$ cat config.mk
export PLATFORM = sky130hd
export DESIGN_NAME = reg_file
export DESIGN_NICKNAME = d
export VERILOG_FILES = /design/src/verilog/reg_file.sv
export VERILOG_INCLUDE_DIRS = /design/src /design/src/verilog
export SDC_FILE = /design/constraint.sdc
export NUM_CORES = 2
export LEC_CHECK = 0
export BUFFER_PORTS_ARGS = -buffer_cell sky130_fd_sc_hd__buf_2
export CORE_UTILIZATION = 64
export CTS_CLUSTER_DIAMETER = 40
export DETAILED_ROUTE_END_ITERATION = 8
export PLACE_DENSITY = 0.82
export SKIP_CTS_REPAIR_TIMING = 1
export SLEW_MARGIN = 10
export SYNTH_ARGS = -nofsm -noshare
export SYNTH_HDL_FRONTEND = slang
export SYNTH_SLANG_ARGS = --single-unit
export TNS_END_PERCENT = 5
$ cat constraint.sdc
create_clock -name clk_i -period 5.13 [get_ports clk_i]
set_clock_uncertainty 0.1 [all_clocks]
set_input_delay 0.2565 -clock clk_i [delete_from_list [all_inputs] [get_ports clk_i]]
set_output_delay 0.2565 -clock clk_i [all_outputs]
set_load 0.1 [all_outputs]
$ cat src/verilog/core_config.svh
`ifndef CORE_CONFIG_SVH
`define CORE_CONFIG_SVH

// ~~~~~~~~~~~~~~~~~~~~~~~~~~~~~~~~~~~~~~~~~~~~~~~~~~~~~~~~~
// Datapath and register file.

`define DATA_LEN    32          // Data and byte address width.
`define REG_ADDR_W  5           // Register index width.
`define REG_NUM     32          // Architectural registers including x0.

// ~~~~~~~~~~~~~~~~~~~~~~~~~~~~~~~~~~~~~~~~~~~~~~~~~~~~~~~~~
// Data memory.

`define MEM_WORDS   256         // Depth in 32-bit words.
`define MEM_MASK_W  8           // Byte-enable width with one bit per byte lane.

// Byte-enable patterns before alignment to the byte offset.
`define MEM_MASK_8  8'h01
`define MEM_MASK_16 8'h03
`define MEM_MASK_32 8'h0f

`endif

$ cat src/verilog/reg_file.sv
`timescale 1ns/1ns
`include "core_config.svh"

module reg_file (
    input  logic                      clk_i,
    input  logic                      rst_n_i,
    input  logic [`REG_ADDR_W-1:0]    raddr1_i,
    input  logic [`REG_ADDR_W-1:0]    raddr2_i,
    output logic [`DATA_LEN-1:0]      rdata1_o,
    output logic [`DATA_LEN-1:0]      rdata2_o,
    input  logic                      we_i,
    input  logic [`REG_ADDR_W-1:0]    waddr_i,
    input  logic [`DATA_LEN-1:0]      wdata_i
);

    logic [`DATA_LEN-1:0] regs [1:`REG_NUM-1];      // No storage behind x0.
    logic                 wr_ok;

    assign wr_ok = we_i && (waddr_i != '0);

    always_ff @(posedge clk_i) begin
        if (!rst_n_i) begin
            for (int i = 1; i < `REG_NUM; i++) begin
                regs[i] <= '0;
            end
        end else if (wr_ok) begin
            regs[waddr_i] <= wdata_i;
        end
    end

    // There is no bypass from the write port, so a write shows up one cycle later.
    assign rdata1_o = (raddr1_i == '0) ? '0 : regs[raddr1_i];
    assign rdata2_o = (raddr2_i == '0) ? '0 : regs[raddr2_i];

endmodule

==> results.cfg <==
[status]
violations = hold timing
status = finished with violations

[final_layout]
largest_register_ffs = 1024
fillers = 4817
area_growth_pct = 13.0
design_area_mm2 = 0.0612
multi_input_area_mm2 = 0.0222
reg_top3 = regs: 1024 flops
final_cells = 4819
regMostFlops = regs
nNetsFinal = 3617
layout-drive-gt1-share_pct = 28.6
register_area_mm2 = 0.0307

[route]
vias = 36500
wl_per_cell_um = 36.4
drtPass1Iterations = 6
drt_wl_total_mm = 176
antenna_left = 0
viasPerCell = 7.58
drc = 0
drtIter0Drc = 6296

[die]
start_util_pct = 64.8
placementRows = 106
die_width_um = 293
die_h_um = 293
ios = 114
die_area_mm2 = 0.0859
core_mm2 = 0.0837

[sta]
holdWs_ps = -16.4
drv_slew = 0
max_slew_margin_pct = 13.2
setup_viol = 0
fin_crit_ps = 3930
grt_setup_unrepaired = false
tightest_slew_ps = 1300
report.final.hold_viol_count = 1
finalSetupTns_ps = 0
finalCritPeriodShare_pct = 76.5
fmax_mhz = 255

[setup_path]
crit_type = in -> out
cp-end-kind = output port
cp_max_fo = 58
start_kind = input port
worstPathRequired_ps = 4770
arrival_ps = 3570

[placement]
port-buffer-count = 113
gp_congestion = 0.948
place_area_mm2 = 0.0562
hpwl_mm = 104
dpl.cell_count = 4531

[worst_hold_path]
hold_path_class = in -> reg
min_path_cells = 1

[clocking]
cts_buffer_depth = 3
cts_buffers = 137
cts_sinks = 1024
htreeDepth = 4
root_buffer = clkbuf_16
clk_pin_slew_ps = 50
cts_tree = yes

[logic_synthesis]
synth_area_mm2 = 0.0542
yosys_warnings = 0
syn_avg_cell_area_um2 = 15.5
synth_cells = 3507
yosys_most_used_dff = edfxtp_1
ys_ff_latch = 1024
synthDistinctLibCells = 41
ys_seq_area_share_pct = 56.7
async_reset_ff_share_pct = 0
synth-edff-count = 1024

[power]
p_per_area_mw_per_mm2 = 373
ir_worst_vdd_mv = 0.398
leakage_nw = 21.2

[global_route]
grt_antenna_before_repair = 13
grt_overflow = 0
grt_max_degree = 93
grt_pass1_wl_mm = 250
grt_pass1_vias = 37000
grt_usage_pct = 41.2

[flow_run]
drv_cap = 0
cell type report:
type                       count  share of cell area [%]
antenna                        5                  0.0204
clock buffer                 148                    5.66
clock inverter               104                    2.07
inverter                       1                 0.00613
multi-input combinational   2125                    36.3
sequential                  1024                    50.2
tap                         1134                    2.32
timing repair buffer         278                    3.40
routing by layer:
layer | vias to the layer above | share of wire (%) | wire, um | global-route usage (%)
met5 | - | 0.046 | 81 | 0
met4 | 14 | 8.6 | 15100 | 31.2
met3 | 905 | 15 | 26200 | 11.8
met2 | 3759 | 46 | 80000 | 61.6
met1 | 18100 | 31 | 54300 | 51.4
li1 | 13800 | - | - | -
cells in the mapped netlist (2+ instances only):
library cell	instances	area share, %
nor2_1	35	0.24
nand2_1	8	0.055
nand3_1	5	0.046
mux2i_1	154	2.8
a211oi_1	34	0.47
and2_1	996	11
edfxtp_1	1024	57
a22oi_1	18	0.25
a21oi_1	10	0.092
buf_4	39	0.54
nor4_1	8	0.092
mux2_2	30	0.62
buf_2	46	0.42
o22ai_1	79	0.91
or3_1	3	0.035
or2_2	2	0.023
buf_6	19	0.39
a2111oi_1	21	0.39
o21ai_0	33	0.30
o221ai_1	27	0.44
a32o_1	4	0.074
a221oi_1	3	0.048
nand3b_1	5	0.069
nand4b_1	2	0.032
a22o_1	51	0.82
a2111oi_0	8	0.13
or3b_2	4	0.065
mux4_2	470	20
nand2b_1	6	0.069
and3_1	2	0.023
buf_1	9	0.062
clkbuf_1	275	1.9
nor2b_1	15	0.17
o211a_1	2	0.037
nor3_1	54	0.50
worst max-delay path, cell delays in order:
cell and delay [ps]:
buf_6 470, or3_2 850, o221ai_1 240, a211oi_1 890
nor3_1 330, buf_2 400
path summary, 6_finish.rpt:
kind / slack [ps] / from / to
worst max-delay path: 1200 / raddr2_i[2] / rdata2_o[12]
worst min-delay path: -20 / wdata_i[23] / regs[0][23]
cell usage in the layout (no fill, tap or decap), drive strengths merged, types with 18 or more instances in the layout:
cell         netlist  final
buf              113    248
edfxtp          1024   1024
conb               1     32
inv                1     21
mux4             470    470
a211oi            34     34
o22ai             79     79
o221ai            27     27
a2111oi           29     29
a22oi             18     18
clkinvlp           0     19
mux2              30     30
dlygate4sd3        0     30
nor3              54     54
a22o              51     51
o21ai             33     33
and2             996    996
bufinv             0     18
clkbuf           275    148
nor2              35     35
mux2i            154    154
clkinv             0     47
power breakdown:
| group | switching [mW] | internal [mW] |
|---|---|---|
| Combinational | 1.99 | 1.01 |
| Sequential | 0.280 | 9.68 |
| Clock | 3.97 | 5.92 |
through the flow:
step / hold slack [ps] / setup slack (ps) / power [mW] / util, %
4_1_cts: -112 / 1400 / 22.7 / 72.8
5_1_grt: 5.20 / 1220 / 23.2 / 73.2
2_1_floorplan: 255 / 504 / 12.1 / -
3_3_place_gp: 653 / 1360 / 12.9 / 67.1
3_5_place_dp: 661 / 1460 / 13.0 / 67.1
6_report: -16.4 / 1200 / 22.9 / 73.2
cell families after synthesis:
family	Yosys count	synth area share, %
AND/OR/NAND/NOR	1148	13.0
flip-flops	1024	56.7
AO/OA/AOI/OAI	291	3.98
buffers and inverters	389	3.33
multiplexers	654	23.0
other	1	0.00692
(Power assumes the default switching activity.)
