## config.mk

```make
export PLATFORM = sky130hd
export DESIGN_NAME = wb
export DESIGN_NICKNAME = d
export VERILOG_FILES = /design/src/verilog/core_pkg.sv /design/src/verilog/wb.sv
export VERILOG_INCLUDE_DIRS = /design/src /design/src/verilog
export SDC_FILE = /design/constraint.sdc
export NUM_CORES = 1
export LEC_CHECK = 0
export ABC_AREA = 1
export BUFFER_PORTS_ARGS = -buffer_cell sky130_fd_sc_hd__buf_4
export CORE_ASPECT_RATIO = 1.75
export CORE_MARGIN = 10
export CORE_UTILIZATION = 27
export DETAILED_ROUTE_END_ITERATION = 6
export GPL_ROUTABILITY_DRIVEN = 1
export GPL_TIMING_DRIVEN = 0
export PLACE_DENSITY = 0.89
export SLEW_MARGIN = 20
export SYNTH_ARGS = -nofsm -noshare
export SYNTH_HDL_FRONTEND = slang
export SYNTH_SLANG_ARGS = --single-unit
export TNS_END_PERCENT = 5
```

## constraint.sdc

```tcl
create_clock -name vclk -period 0.8
set_input_delay 0.04 -clock vclk [all_inputs]
set_output_delay 0.04 -clock vclk [all_outputs]
set_load 0.05 [all_outputs]
```

## src/verilog/core_config.svh

```systemverilog
`ifndef CORE_CONFIG_SVH
`define CORE_CONFIG_SVH

// ~~~~~~~~~~~~~~~~~~~~~~~~~~~~~~~~~~~~~~~~~~~~~~~~~~~~~~~~~
// Datapath and register file.

`define DATA_LEN    32          // Data and byte address width.
`define REG_ADDR_W  5           // Register index width.
`define REG_NUM     32          // Architectural registers including x0.

// ~~~~~~~~~~~~~~~~~~~~~~~~~~~~~~~~~~~~~~~~~~~~~~~~~~~~~~~~~
// Data memory.

`define MEM_WORDS   256         // Depth in 32-bit words.
`define MEM_MASK_W  8           // Byte-enable width with one bit per byte lane.

// Byte-enable patterns before alignment to the byte offset.
`define MEM_MASK_8  8'h01
`define MEM_MASK_16 8'h03
`define MEM_MASK_32 8'h0f

`endif

```

## src/verilog/core_pkg.sv

```systemverilog
package core_pkg;

    // ~~~~~~~~~~~~~~~~~~~~~~~~~~~~~~~~~~~~~~~~~~~~~~~~~~~~~~~~~
    // ALU operations.

    typedef enum logic [2:0] {
        ALU_ADD = 3'd0,
        ALU_SUB = 3'd1,
        ALU_AND = 3'd2,
        ALU_OR  = 3'd3,
        ALU_XOR = 3'd4,
        ALU_SLL = 3'd5,
        ALU_SRL = 3'd6,
        ALU_SLT = 3'd7                      // Signed compare.
    } alu_op_e;

    // ~~~~~~~~~~~~~~~~~~~~~~~~~~~~~~~~~~~~~~~~~~~~~~~~~~~~~~~~~
    // Memory access types.

    typedef enum logic [2:0] {
        LOAD_NONE   = 3'd0,                 // Any other value selects load data.
        LOAD_LB_8   = 3'd1,
        LOAD_LH_16  = 3'd2,
        LOAD_LW_32  = 3'd3,
        LOAD_LBU_8  = 3'd4,
        LOAD_LHU_16 = 3'd5
    } load_type_e;

    typedef enum logic [1:0] {
        STORE_NONE  = 2'd0,
        STORE_SB_8  = 2'd1,
        STORE_SH_16 = 2'd2,
        STORE_SW_32 = 2'd3
    } store_type_e;

endpackage

```

## src/verilog/wb.sv

```systemverilog
`timescale 1ns/1ns
`include "core_config.svh"

module wb (
    input  logic                      wd_i,
    input  logic [`REG_ADDR_W-1:0]    wreg_i,
    input  logic [`DATA_LEN-1:0]      alu_result_i,
    input  logic                      mem_wen_i,
    input  logic [`DATA_LEN-1:0]      mem_wdata_i,
    input  core_pkg::load_type_e      load_type_i,
    input  core_pkg::store_type_e     store_type_i,
    input  logic [`DATA_LEN-1:0]      mem_rdata_i,
    output logic [`DATA_LEN-1:0]      mem_addr_o,
    output logic [`MEM_MASK_W-1:0]    mem_rmask_o,
    output logic                      mem_wen_o,
    output logic [`MEM_MASK_W-1:0]    mem_wmask_o,
    output logic [`DATA_LEN-1:0]      mem_wdata_o,
    output logic                      wd_o,
    output logic [`REG_ADDR_W-1:0]    wreg_o,
    output logic [`DATA_LEN-1:0]      wdata_o
);

    logic                 mem_to_reg;
    logic [`DATA_LEN-1:0] load_data;

    assign mem_to_reg = (load_type_i != core_pkg::LOAD_NONE);
    assign mem_addr_o = alu_result_i;                   // Same address for read and write.

    // ~~~~~~~~~~~~~~~~~~~~~~~~~~~~~~~~~~~~~~~~~~~~~~~~~~~~~~~~~
    // Byte masks.

    always_comb begin
        case (load_type_i)
            core_pkg::LOAD_LB_8, core_pkg::LOAD_LBU_8:   mem_rmask_o = `MEM_MASK_8;
            core_pkg::LOAD_LH_16, core_pkg::LOAD_LHU_16: mem_rmask_o = `MEM_MASK_16;
            core_pkg::LOAD_LW_32:                        mem_rmask_o = `MEM_MASK_32;
            default:                                     mem_rmask_o = '0;
        endcase
    end

    always_comb begin
        case (store_type_i)
            core_pkg::STORE_SB_8:  mem_wmask_o = `MEM_MASK_8;
            core_pkg::STORE_SH_16: mem_wmask_o = `MEM_MASK_16;
            core_pkg::STORE_SW_32: mem_wmask_o = `MEM_MASK_32;
            default:               mem_wmask_o = '0;
        endcase
    end

    assign mem_wen_o   = mem_wen_i && (mem_wmask_o != '0);
    assign mem_wdata_o = mem_wdata_i;

    // ~~~~~~~~~~~~~~~~~~~~~~~~~~~~~~~~~~~~~~~~~~~~~~~~~~~~~~~~~
    // Load extension and writeback select.

    always_comb begin
        case (load_type_i)
            core_pkg::LOAD_LB_8:  load_data = {{(`DATA_LEN-8){mem_rdata_i[7]}}, mem_rdata_i[7:0]};
            core_pkg::LOAD_LH_16: load_data = {{(`DATA_LEN-16){mem_rdata_i[15]}},
                                               mem_rdata_i[15:0]};
            default:              load_data = mem_rdata_i;  // Upper bytes already cleared.
        endcase
    end

    assign wd_o    = wd_i;
    assign wreg_o  = wreg_i;
    assign wdata_o = mem_to_reg ? load_data : alu_result_i;

endmodule
```

==> metrics, run 1 <==
Routed WL per cell 18.4 um; fillers 387; GR Overflow Total 0; Fin Hold WS 0.336 ns; failing checks negative setup slack; Peak Freq 915 MHz; Setup CP Type input pin to primary output; Yosys top cell area share 0.447; Slew Viols, Final 0; setup_tns -7.37 ns; layout net count 554; final std cells w/o fill 498; largest cells by area after synthesis buf_4 (45%), nor2_1 (12%), nand2_1 (9.5%); initial antenna violation count 0; share of cells above drive strength 1 0.786; Hold Crit Class input pin to primary output; PwrDens 1020 mW/mm^2; largest net degree at the start of global routing 11; Die Ht 114 um; setup ws final -0.293 ns; Worst Hold End mem_wdata_o[20]; Antenna Nets Post-Route 0; DRC viols 0; peak supply drop 0.937 mV; number of global-route vias before repair 2544; leakage 1.98 nW; hold path depth 2; post-synthesis sequential area ratio 0; beginning of the worst hold path mem_wdata_i[20]; Pre-antenna DRT Iters 4; Power Total 3.59 mW; register area 0 um^2; Post-DP HPWL 7520 um; Post-Route WL 9170 um; GRT Total Usage 0.195; Worst Path Arrival 1.05 ns; Synth area leader buf_4; worst setup path start load_type_i[2]; synthesized instance count 244; Placeable Area 0.00498 mm^2; Synth Area per Inst 5.65 um^2; Via Count 2227; IO Pins 227; worst-path fanout max 6; site row count 34; Yosys Warn Count 0; Placer Congestion 0.765; count of final setup violators 34; Buffers on Ports 181; Final Core Density 0.709; CP max stage delay 0.16 ns; Max Cap Viol 0; Tcrit/Tclk final 1.37; first-pass GRT wire length 13200 um; crit end category primary output; area grow syn2layout 156%; distinct cell type count after synthesis 21; status finished with violations; Post-synth top cells buf_4 (82), nor2_1 (45), nand2_1 (35); Finished Cell Area 0.00353 mm^2; crit-path cells buf_8, nor2_4, buf_6, o21ai_4, nand2_4, buf_6, nor2_2, nor2_4, buf_8; # clk buffers 0; final hold violations 0; minimum clock period 1.09 ns; antenna cells 0; top-count cell post-synth buf_4; FFs & Latches 0; die width 74.0 um; RSZ-0062 raised after global routing true; Crit-path slowest cell buf_6; Placed Instance Area 0.00294 mm^2; # placed instances 486; DRT iter0 DRCs 32; Place WS -0.588 ns; Critical Path RT 0.76 ns; routed vias/inst 4.47; Netlist Area Pre-Place 0.00138 mm^2; Startpoint Class input pin; CTS Hold Bufs 0; die area 0.00847 mm^2; Starting Density 0.277
==> worst max path at each step <==
stage	cells after the start	endpoint	slack (ns)
finish	9	wdata_o[17]	-0.29
global route	9	wdata_o[17]	-0.35
CTS	9	wdata_o[18]	-0.29
detailed placement	8	wdata_o[30]	-0.59
global placement	8	wdata_o[30]	-0.57
floorplan	6	wdata_o[21]	-0.20
==> placed cells by master (no fill, tap or decap), types with 2 or more instances in the layout <==
cell type and count:
buf_12 2, buf_16 2, buf_4 229, buf_6 30
buf_8 16, conb_1 8, inv_1 25, inv_4 2
nand2_1 30, nand2_2 5, nand2_4 2, nand3_1 9
nor2_1 15, nor2_2 12, nor2_4 39, o21ai_0 3
o21ai_1 2, o21ai_2 3
==> final cells by class <==
cell class	count	area, um^2	share of cell area
Timing Repair Buffer	193	1700	0.481
Tap cell	54	67.6	0.0191
Inverter	28	110	0.0312
Multi-Input combinational cell	136	956	0.271
Buffer	87	697	0.197
==> metal layers <==
| metal | up-vias | track usage | share of wire | wire [um] |
|---|---|---|---|---|
| met5 | - | 0 | 0 | 0 |
| met1 | 958 | 0.154 | 0.27 | 2450 |
| met3 | 32 | 0.127 | 0.19 | 1710 |
| met4 | 0 | 0.0687 | 0.042 | 386 |
| li1 | 1038 | - | - | - |
| met2 | 199 | 0.362 | 0.50 | 4620 |
==> cells by family (layout without fill, tap and decap cells) <==
group | Yosys count | count (layout) | synth area share
and+or+nand+nor | 117 | 117 | 0.396
buffers and inverters | 115 | 308 | 0.549
AOI/OAI and AO/OA | 11 | 11 | 0.0518
other | 1 | 8 | 0.00272
==> worst max-delay path: cells and delay by family <==
family / cells / cell delay (ns)
AND/OR/NAND/NOR: 4 / 0.41
AO/OA/AOI/OAI: 1 / 0.06
buffers and inverters: 4 / 0.54
==> repair_timing <==
item | in CTS | in global routing
cloned | 2 | 0
setup endpoints to repair | 36 | 35
buffers inserted | 10 | 0
pin swaps | 9 | 2
hold endpoints to repair | 0 | 0
gates resized for setup | 112 | 14
==> power breakdown <==
part	internal (mW)	switching, mW	total [mW]
clock	0	0	0
sequential	0	0	0
combinational	1.39	2.20	3.59
No activity file was read; power rests on OpenSTA's default activity.
==> run 2, diff against run 1 <==
--- a/config.mk
+++ b/config.mk
@@ -6,15 +6,14 @@
 export SDC_FILE = /design/constraint.sdc
 export NUM_CORES = 1
 export LEC_CHECK = 0
-export ABC_AREA = 1
 export BUFFER_PORTS_ARGS = -buffer_cell sky130_fd_sc_hd__buf_4
 export CORE_ASPECT_RATIO = 1.75
 export CORE_MARGIN = 10
-export CORE_UTILIZATION = 27
+export CORE_UTILIZATION = 24
 export DETAILED_ROUTE_END_ITERATION = 6
 export GPL_ROUTABILITY_DRIVEN = 1
 export GPL_TIMING_DRIVEN = 0
-export PLACE_DENSITY = 0.89
+export PLACE_DENSITY = 0.87
 export SLEW_MARGIN = 20
 export SYNTH_ARGS = -nofsm -noshare
 export SYNTH_HDL_FRONTEND = slang
==> metrics, run 2 <==
Yosys top cell area share 0.517 (+0.0704); beginning of the worst hold path mem_wdata_i[13]; top-count cell post-synth buf_4; synthesized instance count 188 (-23%); Critical Path RT 0.76 ns (about the same); minimum clock period 1.27 ns (+0.178 ns); setup_tns -13.87 ns (-6.50 ns); PwrDens 1010 mW/mm^2 (-0.31%); Peak Freq 787 MHz (-14%); Worst Hold End mem_wdata_o[13]; CP max stage delay 0.38 ns (+0.22 ns); RSZ-0062 raised after global routing true; Buffers on Ports 180 (-0.55%); status finished with violations; Max Cap Viol 0 (unchanged); Slew headroom 0.580; setup ws final -0.471 ns (-0.178 ns); Synth area leader buf_4; count of final setup violators 35 (+2.9%); first-pass GRT wire length 12200 um (-7.6%); largest net degree at the start of global routing 11 (unchanged); Fin Hold WS 0.336 ns (+0.000141 ns); die area 0.00813 mm^2 (-4.0%); Die Ht 112 um (-2.2%); largest cells by area after synthesis buf_4 (52%), o22ai_1 (8.6%), nand2_1 (8.1%); initial antenna violation count 0 (unchanged); Worst Path Arrival 1.23 ns (+0.18 ns); most common cell after layout, fill and taps aside buf_4; Post-Route WL 8130 um (-11%); most frequent cells in the layout buf_4 (220), buf_6 (42), nand2_1 (22); Starting Density 0.247 (-0.0301); Yosys Warn Count 0 (unchanged); Synth Area per Inst 6.18 um^2 (+9.4%); FFs & Latches 0 (unchanged); # clk buffers 0 (unchanged); failing checks negative setup slack; Finished Cell Area 0.00344 mm^2 (-2.4%); Via Count 1909 (-14%); die width 72.6 um (-1.9%); antenna cells 0 (unchanged); Post-DP HPWL 6730 um (-11%); distinct cell type count after synthesis 21 (unchanged); GR Overflow Total 0 (unchanged); share of cells above drive strength 1 0.884 (+0.0982); Tcrit/Tclk final 1.59 (+0.223); post-synthesis sequential area ratio 0 (unchanged); register area 0 um^2 (unchanged); Routed WL per cell 18.8 um (+2.2%); worst-path fanout max 10 (+4); layout net count 490 (-12%); crit-path cells buf_12, or3_1, buf_6, buf_12, o22ai_4, nor2_4, buf_6; leakage 1.73 nW (-13%); routed vias/inst 4.42 (-1.2%); GRT Total Usage 0.182 (-0.0129); Crit-path slowest cell or3_1; CTS Hold Bufs 0 (unchanged); peak supply drop 0.820 mV (-12%); IO Pins 227 (unchanged); worst-margin pin slew 0.626 ns; fillers 357 (-7.8%); DRC viols 0 (unchanged); Multi-input gate area 0.00101 mm^2 (+5.2%); hold path depth 2 (unchanged); Startpoint Class input pin; site row count 33 (-2.9%); number of global-route vias before repair 2134 (-16%); Placed Instance Area 0.00287 mm^2 (-2.6%); Placer Congestion 0.872 (+14%); Setup CP Type input pin to primary output; Netlist Area Pre-Place 0.00116 mm^2 (-16%); Placeable Area 0.00471 mm^2 (-5.4%); Hold Crit Class input pin to primary output; Pre-antenna DRT Iters 6 (+2); crit end category primary output; Antenna Nets Post-Route 0 (unchanged); DRT iter0 DRCs 47 (+47%); Post-synth top cells buf_4 (80), nand2_1 (25), nor2_1 (25); area grow syn2layout 197%; Slew Viols, Final 0 (unchanged); final hold violations 0 (unchanged)
## run 2: cell types whose count changed after synthesis, sizes merged, moves of 3 or more
| cell | previous run | this run |
|---|---|---|
| a21oi | 0 | 3 |
| inv | 28 | 1 |
| o22ai | 0 | 16 |
| nand2 | 38 | 25 |
| nor2 | 66 | 25 |
| nand3 | 11 | 1 |
| a31oi | 0 | 8 |
## run 2: how the worst max path moves through the flow
stage | slack [ns] | endpoint | cells past startpoint | start
floorplan | -0.38 | wdata_o[10] | 5 | load_type_i[2]
global placement | -0.66 | wdata_o[26] | 6 | load_type_i[0]
detailed placement | -0.69 | wdata_o[25] | 6 | load_type_i[1]
CTS | -0.47 | wdata_o[23] | 7 | load_type_i[2]
global route | -0.49 | wdata_o[29] | 7 | load_type_i[2]
finish | -0.47 | wdata_o[29] | 7 | load_type_i[2]
## run 2: area by class of cell
cell class,instances,area share
well taps,52,0.0189
repair buffers,185,0.465
plain buffers,91,0.222
inverters,1,0.00182
multi-input cells,103,0.292
## run 2: metrics by stage
step / total power, mW / util / std cells / worst slack, ns
after floorplan: 2.13 / - / 195 / -0.376
after global placement: 3.05 / 0.609 / 427 / -0.665
after detailed placement: 3.08 / 0.609 / 427 / -0.688
after CTS: 3.48 / 0.729 / 432 / -0.470
after global routing: 3.63 / 0.732 / 432 / -0.495
final: 3.49 / 0.732 / 432 / -0.471
## run 2: timing repair
action / in CTS / in global routing
cloned: 2 / 0
setup endpoints to repair: 37 / 37
buffers inserted: 3 / 0
pin swaps: 7 / 2
resized for setup: 110 / 4
## run 2: logic make-up after synthesis
kind of cell / synth area share
other: 0.00323
and+or+nand+nor: 0.220
AOI/OAI and AO/OA: 0.191
buffers and inverters: 0.586
## run 2: critical path: cells and delay by family
| family | cells | cell delay, ns |
|---|---|---|
| and+or+nand+nor | 2 | 0.42 |
| buffers and inverters | 4 | 0.59 |
| AOI/OAI and AO/OA | 1 | 0.18 |
## run 2: report_power, final
group	switching [mW]	internal, mW
clock	0	0
combinational	2.11	1.38
sequential	0	0
total	2.11	1.38
## run 2: metal layers
layer / vias up / GRT usage / part of all wire
met1: 830 / 0.170 / 0.30
met5: - / 0 / 0
met4: 0 / 0.0483 / 0.030
met3: 16 / 0.0891 / 0.13
li1: 924 / - / -
met2: 139 / 0.335 / 0.54
==> run 3, diff against run 2 <==
--- a/config.mk
+++ b/config.mk
@@ -6,14 +6,13 @@
 export SDC_FILE = /design/constraint.sdc
 export NUM_CORES = 1
 export LEC_CHECK = 0
-export BUFFER_PORTS_ARGS = -buffer_cell sky130_fd_sc_hd__buf_4
-export CORE_ASPECT_RATIO = 1.75
-export CORE_MARGIN = 10
-export CORE_UTILIZATION = 24
+export CORE_AREA = 10 10 80 82
 export DETAILED_ROUTE_END_ITERATION = 6
+export DIE_AREA = 0 0 90 92
+export DONT_BUFFER_PORTS = 1
 export GPL_ROUTABILITY_DRIVEN = 1
 export GPL_TIMING_DRIVEN = 0
-export PLACE_DENSITY = 0.87
+export PLACE_DENSITY = 0.45
 export SLEW_MARGIN = 20
 export SYNTH_ARGS = -nofsm -noshare
 export SYNTH_HDL_FRONTEND = slang
==> metrics, run 3 (synthesis results as in run 2) <==
GRT Total Usage 0.115 (-0.0677); Routed WL per cell 21.2 um (+13%); CTS Hold Bufs 0 (unchanged); CP max stage delay 0.40 ns (+0.02 ns); Finished Cell Area 0.00176 mm^2 (-49%); Critical Path RT 0.76 ns (about the same); global-route track usage on met3 0.0359 (-0.0532); Comb power frac 1.000 (about the same); Antenna Nets Post-Route 0 (unchanged); IO Pins 227 (unchanged); worst setup path start load_type_i[2]; largest net degree at the start of global routing 11 (unchanged); Via Count 1171 (-39%); initial antenna violation count 0 (unchanged); setup ws final -0.362 ns (+0.109 ns); first-pass GRT wire length 8140 um (-33%); most frequent cells in the layout buf_4 (80), nand2_1 (16), o22ai_2 (10), nor2_4 (10), nor2_1 (9); hold path depth 1 (-1); internal power 0.561 mW (-59%); Hold Crit Class input pin to primary output; final std cells w/o fill 266 (-38%); # clk buffers 0 (unchanged); Slew headroom 0.577 (-0.00369); crit-path cells buf_12, or3_4, buf_12, a31oi_4; final hold violations 0 (unchanged); Placed Instance Area 0.00154 mm^2 (-46%); antenna cells 0 (unchanged); Fin Hold WS 0.249 ns (-0.0878 ns); RSZ-0062 raised after global routing true; fillers 520 (+46%); minimum clock period 1.16 ns (-0.109 ns); PwrDens 1340 mW/mm^2 (+32%); beginning of the worst hold path mem_wdata_i[7]; M1 GR Usage 0.122 (-0.0481); Startpoint Class input pin; most common cell after layout, fill and taps aside buf_4; peak supply drop 0.714 mV (-13%); Post-DP HPWL 4980 um (-26%); Crit-path slowest cell a31oi_4; GR Util met2 0.227 (-0.108); Starting Density 0.236 (-0.0103); share of cells above drive strength 1 0.745 (-0.139); Seq pwr share 0 (unchanged); Setup CP Type input pin to primary output; failing checks negative setup slack; register area 0 um^2 (unchanged); Place WS -0.730 ns (-0.0413 ns); # placed instances 265 (-38%); Final Core Density 0.358 (-0.373); DRT iter0 DRCs 29 (-38%); area grow syn2layout 51.5%; DRC viols 0 (unchanged); site row count 26 (-21%); FFs & Latches 0 (unchanged); GR Overflow Total 0 (unchanged); Pre-antenna DRT Iters 4 (-2); Buffers on Ports 0 (-100%); count of final setup violators 34 (-2.9%); die width 90 um (+24%); sw frac 0.761 (+0.157); P_sw 1.79 mW (-15%); Placeable Area 0.00491 mm^2 (+4.4%); crit end category primary output; worst-margin pin slew 0.634 ns (+0.00827 ns); number of global-route vias before repair 1406 (-34%); routed vias/inst 4.40 (-0.38%); Slew Viols, Final 0 (unchanged); Peak Freq 860 MHz (+9.3%); Placer Congestion 0.662 (-24%); leakage 0.779 nW (-55%); Tcrit/Tclk final 1.45 (-0.136); Worst Hold End mem_wdata_o[7]; Worst Path Arrival 1.12 ns (-0.11 ns); Die Ht 92 um (-18%); status finished with violations; Critical Path Most Common Cell buf_12; worst-path fanout max 8 (-2); layout net count 306 (-38%); gr busiest metal met2; Max Cap Viol 0 (unchanged); Clk pwr share 0 (unchanged); die area 0.00828 mm^2 (+1.8%); Post-Route WL 5640 um (-31%)
==> run 3: changes by cell type in the layout (fill, tap and decap cells not counted), sizes merged <==
| cell | before | now |
|---|---|---|
| buf | 274 | 90 |
==> run 3: worst max-delay path by stage <==
| stage | to | slack, ns | depth (start not counted) |
|---|---|---|---|
| after floorplan | wdata_o[10] | -0.38 | 5 |
| after global placement | wdata_o[28] | -0.70 | 5 |
| after detailed placement | wdata_o[25] | -0.73 | 5 |
| after CTS | wdata_o[8] | -0.42 | 5 |
| after global routing | wdata_o[15] | -0.40 | 4 |
| final | wdata_o[15] | -0.36 | 4 |
==> run 3: stage by stage <==
| stage | setup TNS (ns) | power [mW] |
|---|---|---|
| 2_1_floorplan | -11.81 | 2.13 |
| 3_3_place_gp | -19.16 | 2.25 |
| 4_1_cts | -11.61 | 2.35 |
| 3_5_place_dp | -19.59 | 2.26 |
| 6_report | -9.63 | 2.35 |
| 5_1_grt | -11.10 | 2.43 |
==> run 3: layout make-up <==
class	instances	area (um^2)	share of cell area
tap	70	87.6	0.0498
multi-input combinational	103	902	0.513
timing repair buffer	2	32.5	0.0185
inverter	1	3.75	0.00213
buffer	90	733	0.417
==> run 3: layer usage <==
metal,vias to the layer above,part of all wire
li1,550,-
met1,524,0.35
met2,97,0.56
met3,0,0.093
met4,0,0
met5,-,0
==> run 3: power groups by stage <==
stage | Combinational [mW] | Clock, mW | Sequential [mW]
floorplan | 2.13 | 0 | 0
global placement | 2.25 | 0 | 0
detailed placement | 2.26 | 0 | 0
CTS | 2.35 | 0 | 0
global route | 2.43 | 0 | 0
finish | 2.35 | 0 | 0
==> run 3: repair_timing <==
item | CTS | global route
endpoints found under the setup margin | 38 | 35
setup buffers | 1 | 0
pin swaps | 17 | 4
gates cloned | 0 | 1
gates resized for setup | 38 | 9
==> run 3: critical path, delay by kind of cell <==
kind / cells / cell delay [ns]
compound gates: 1 / 0.40
simple gates: 1 / 0.38
buf+inv: 2 / 0.29
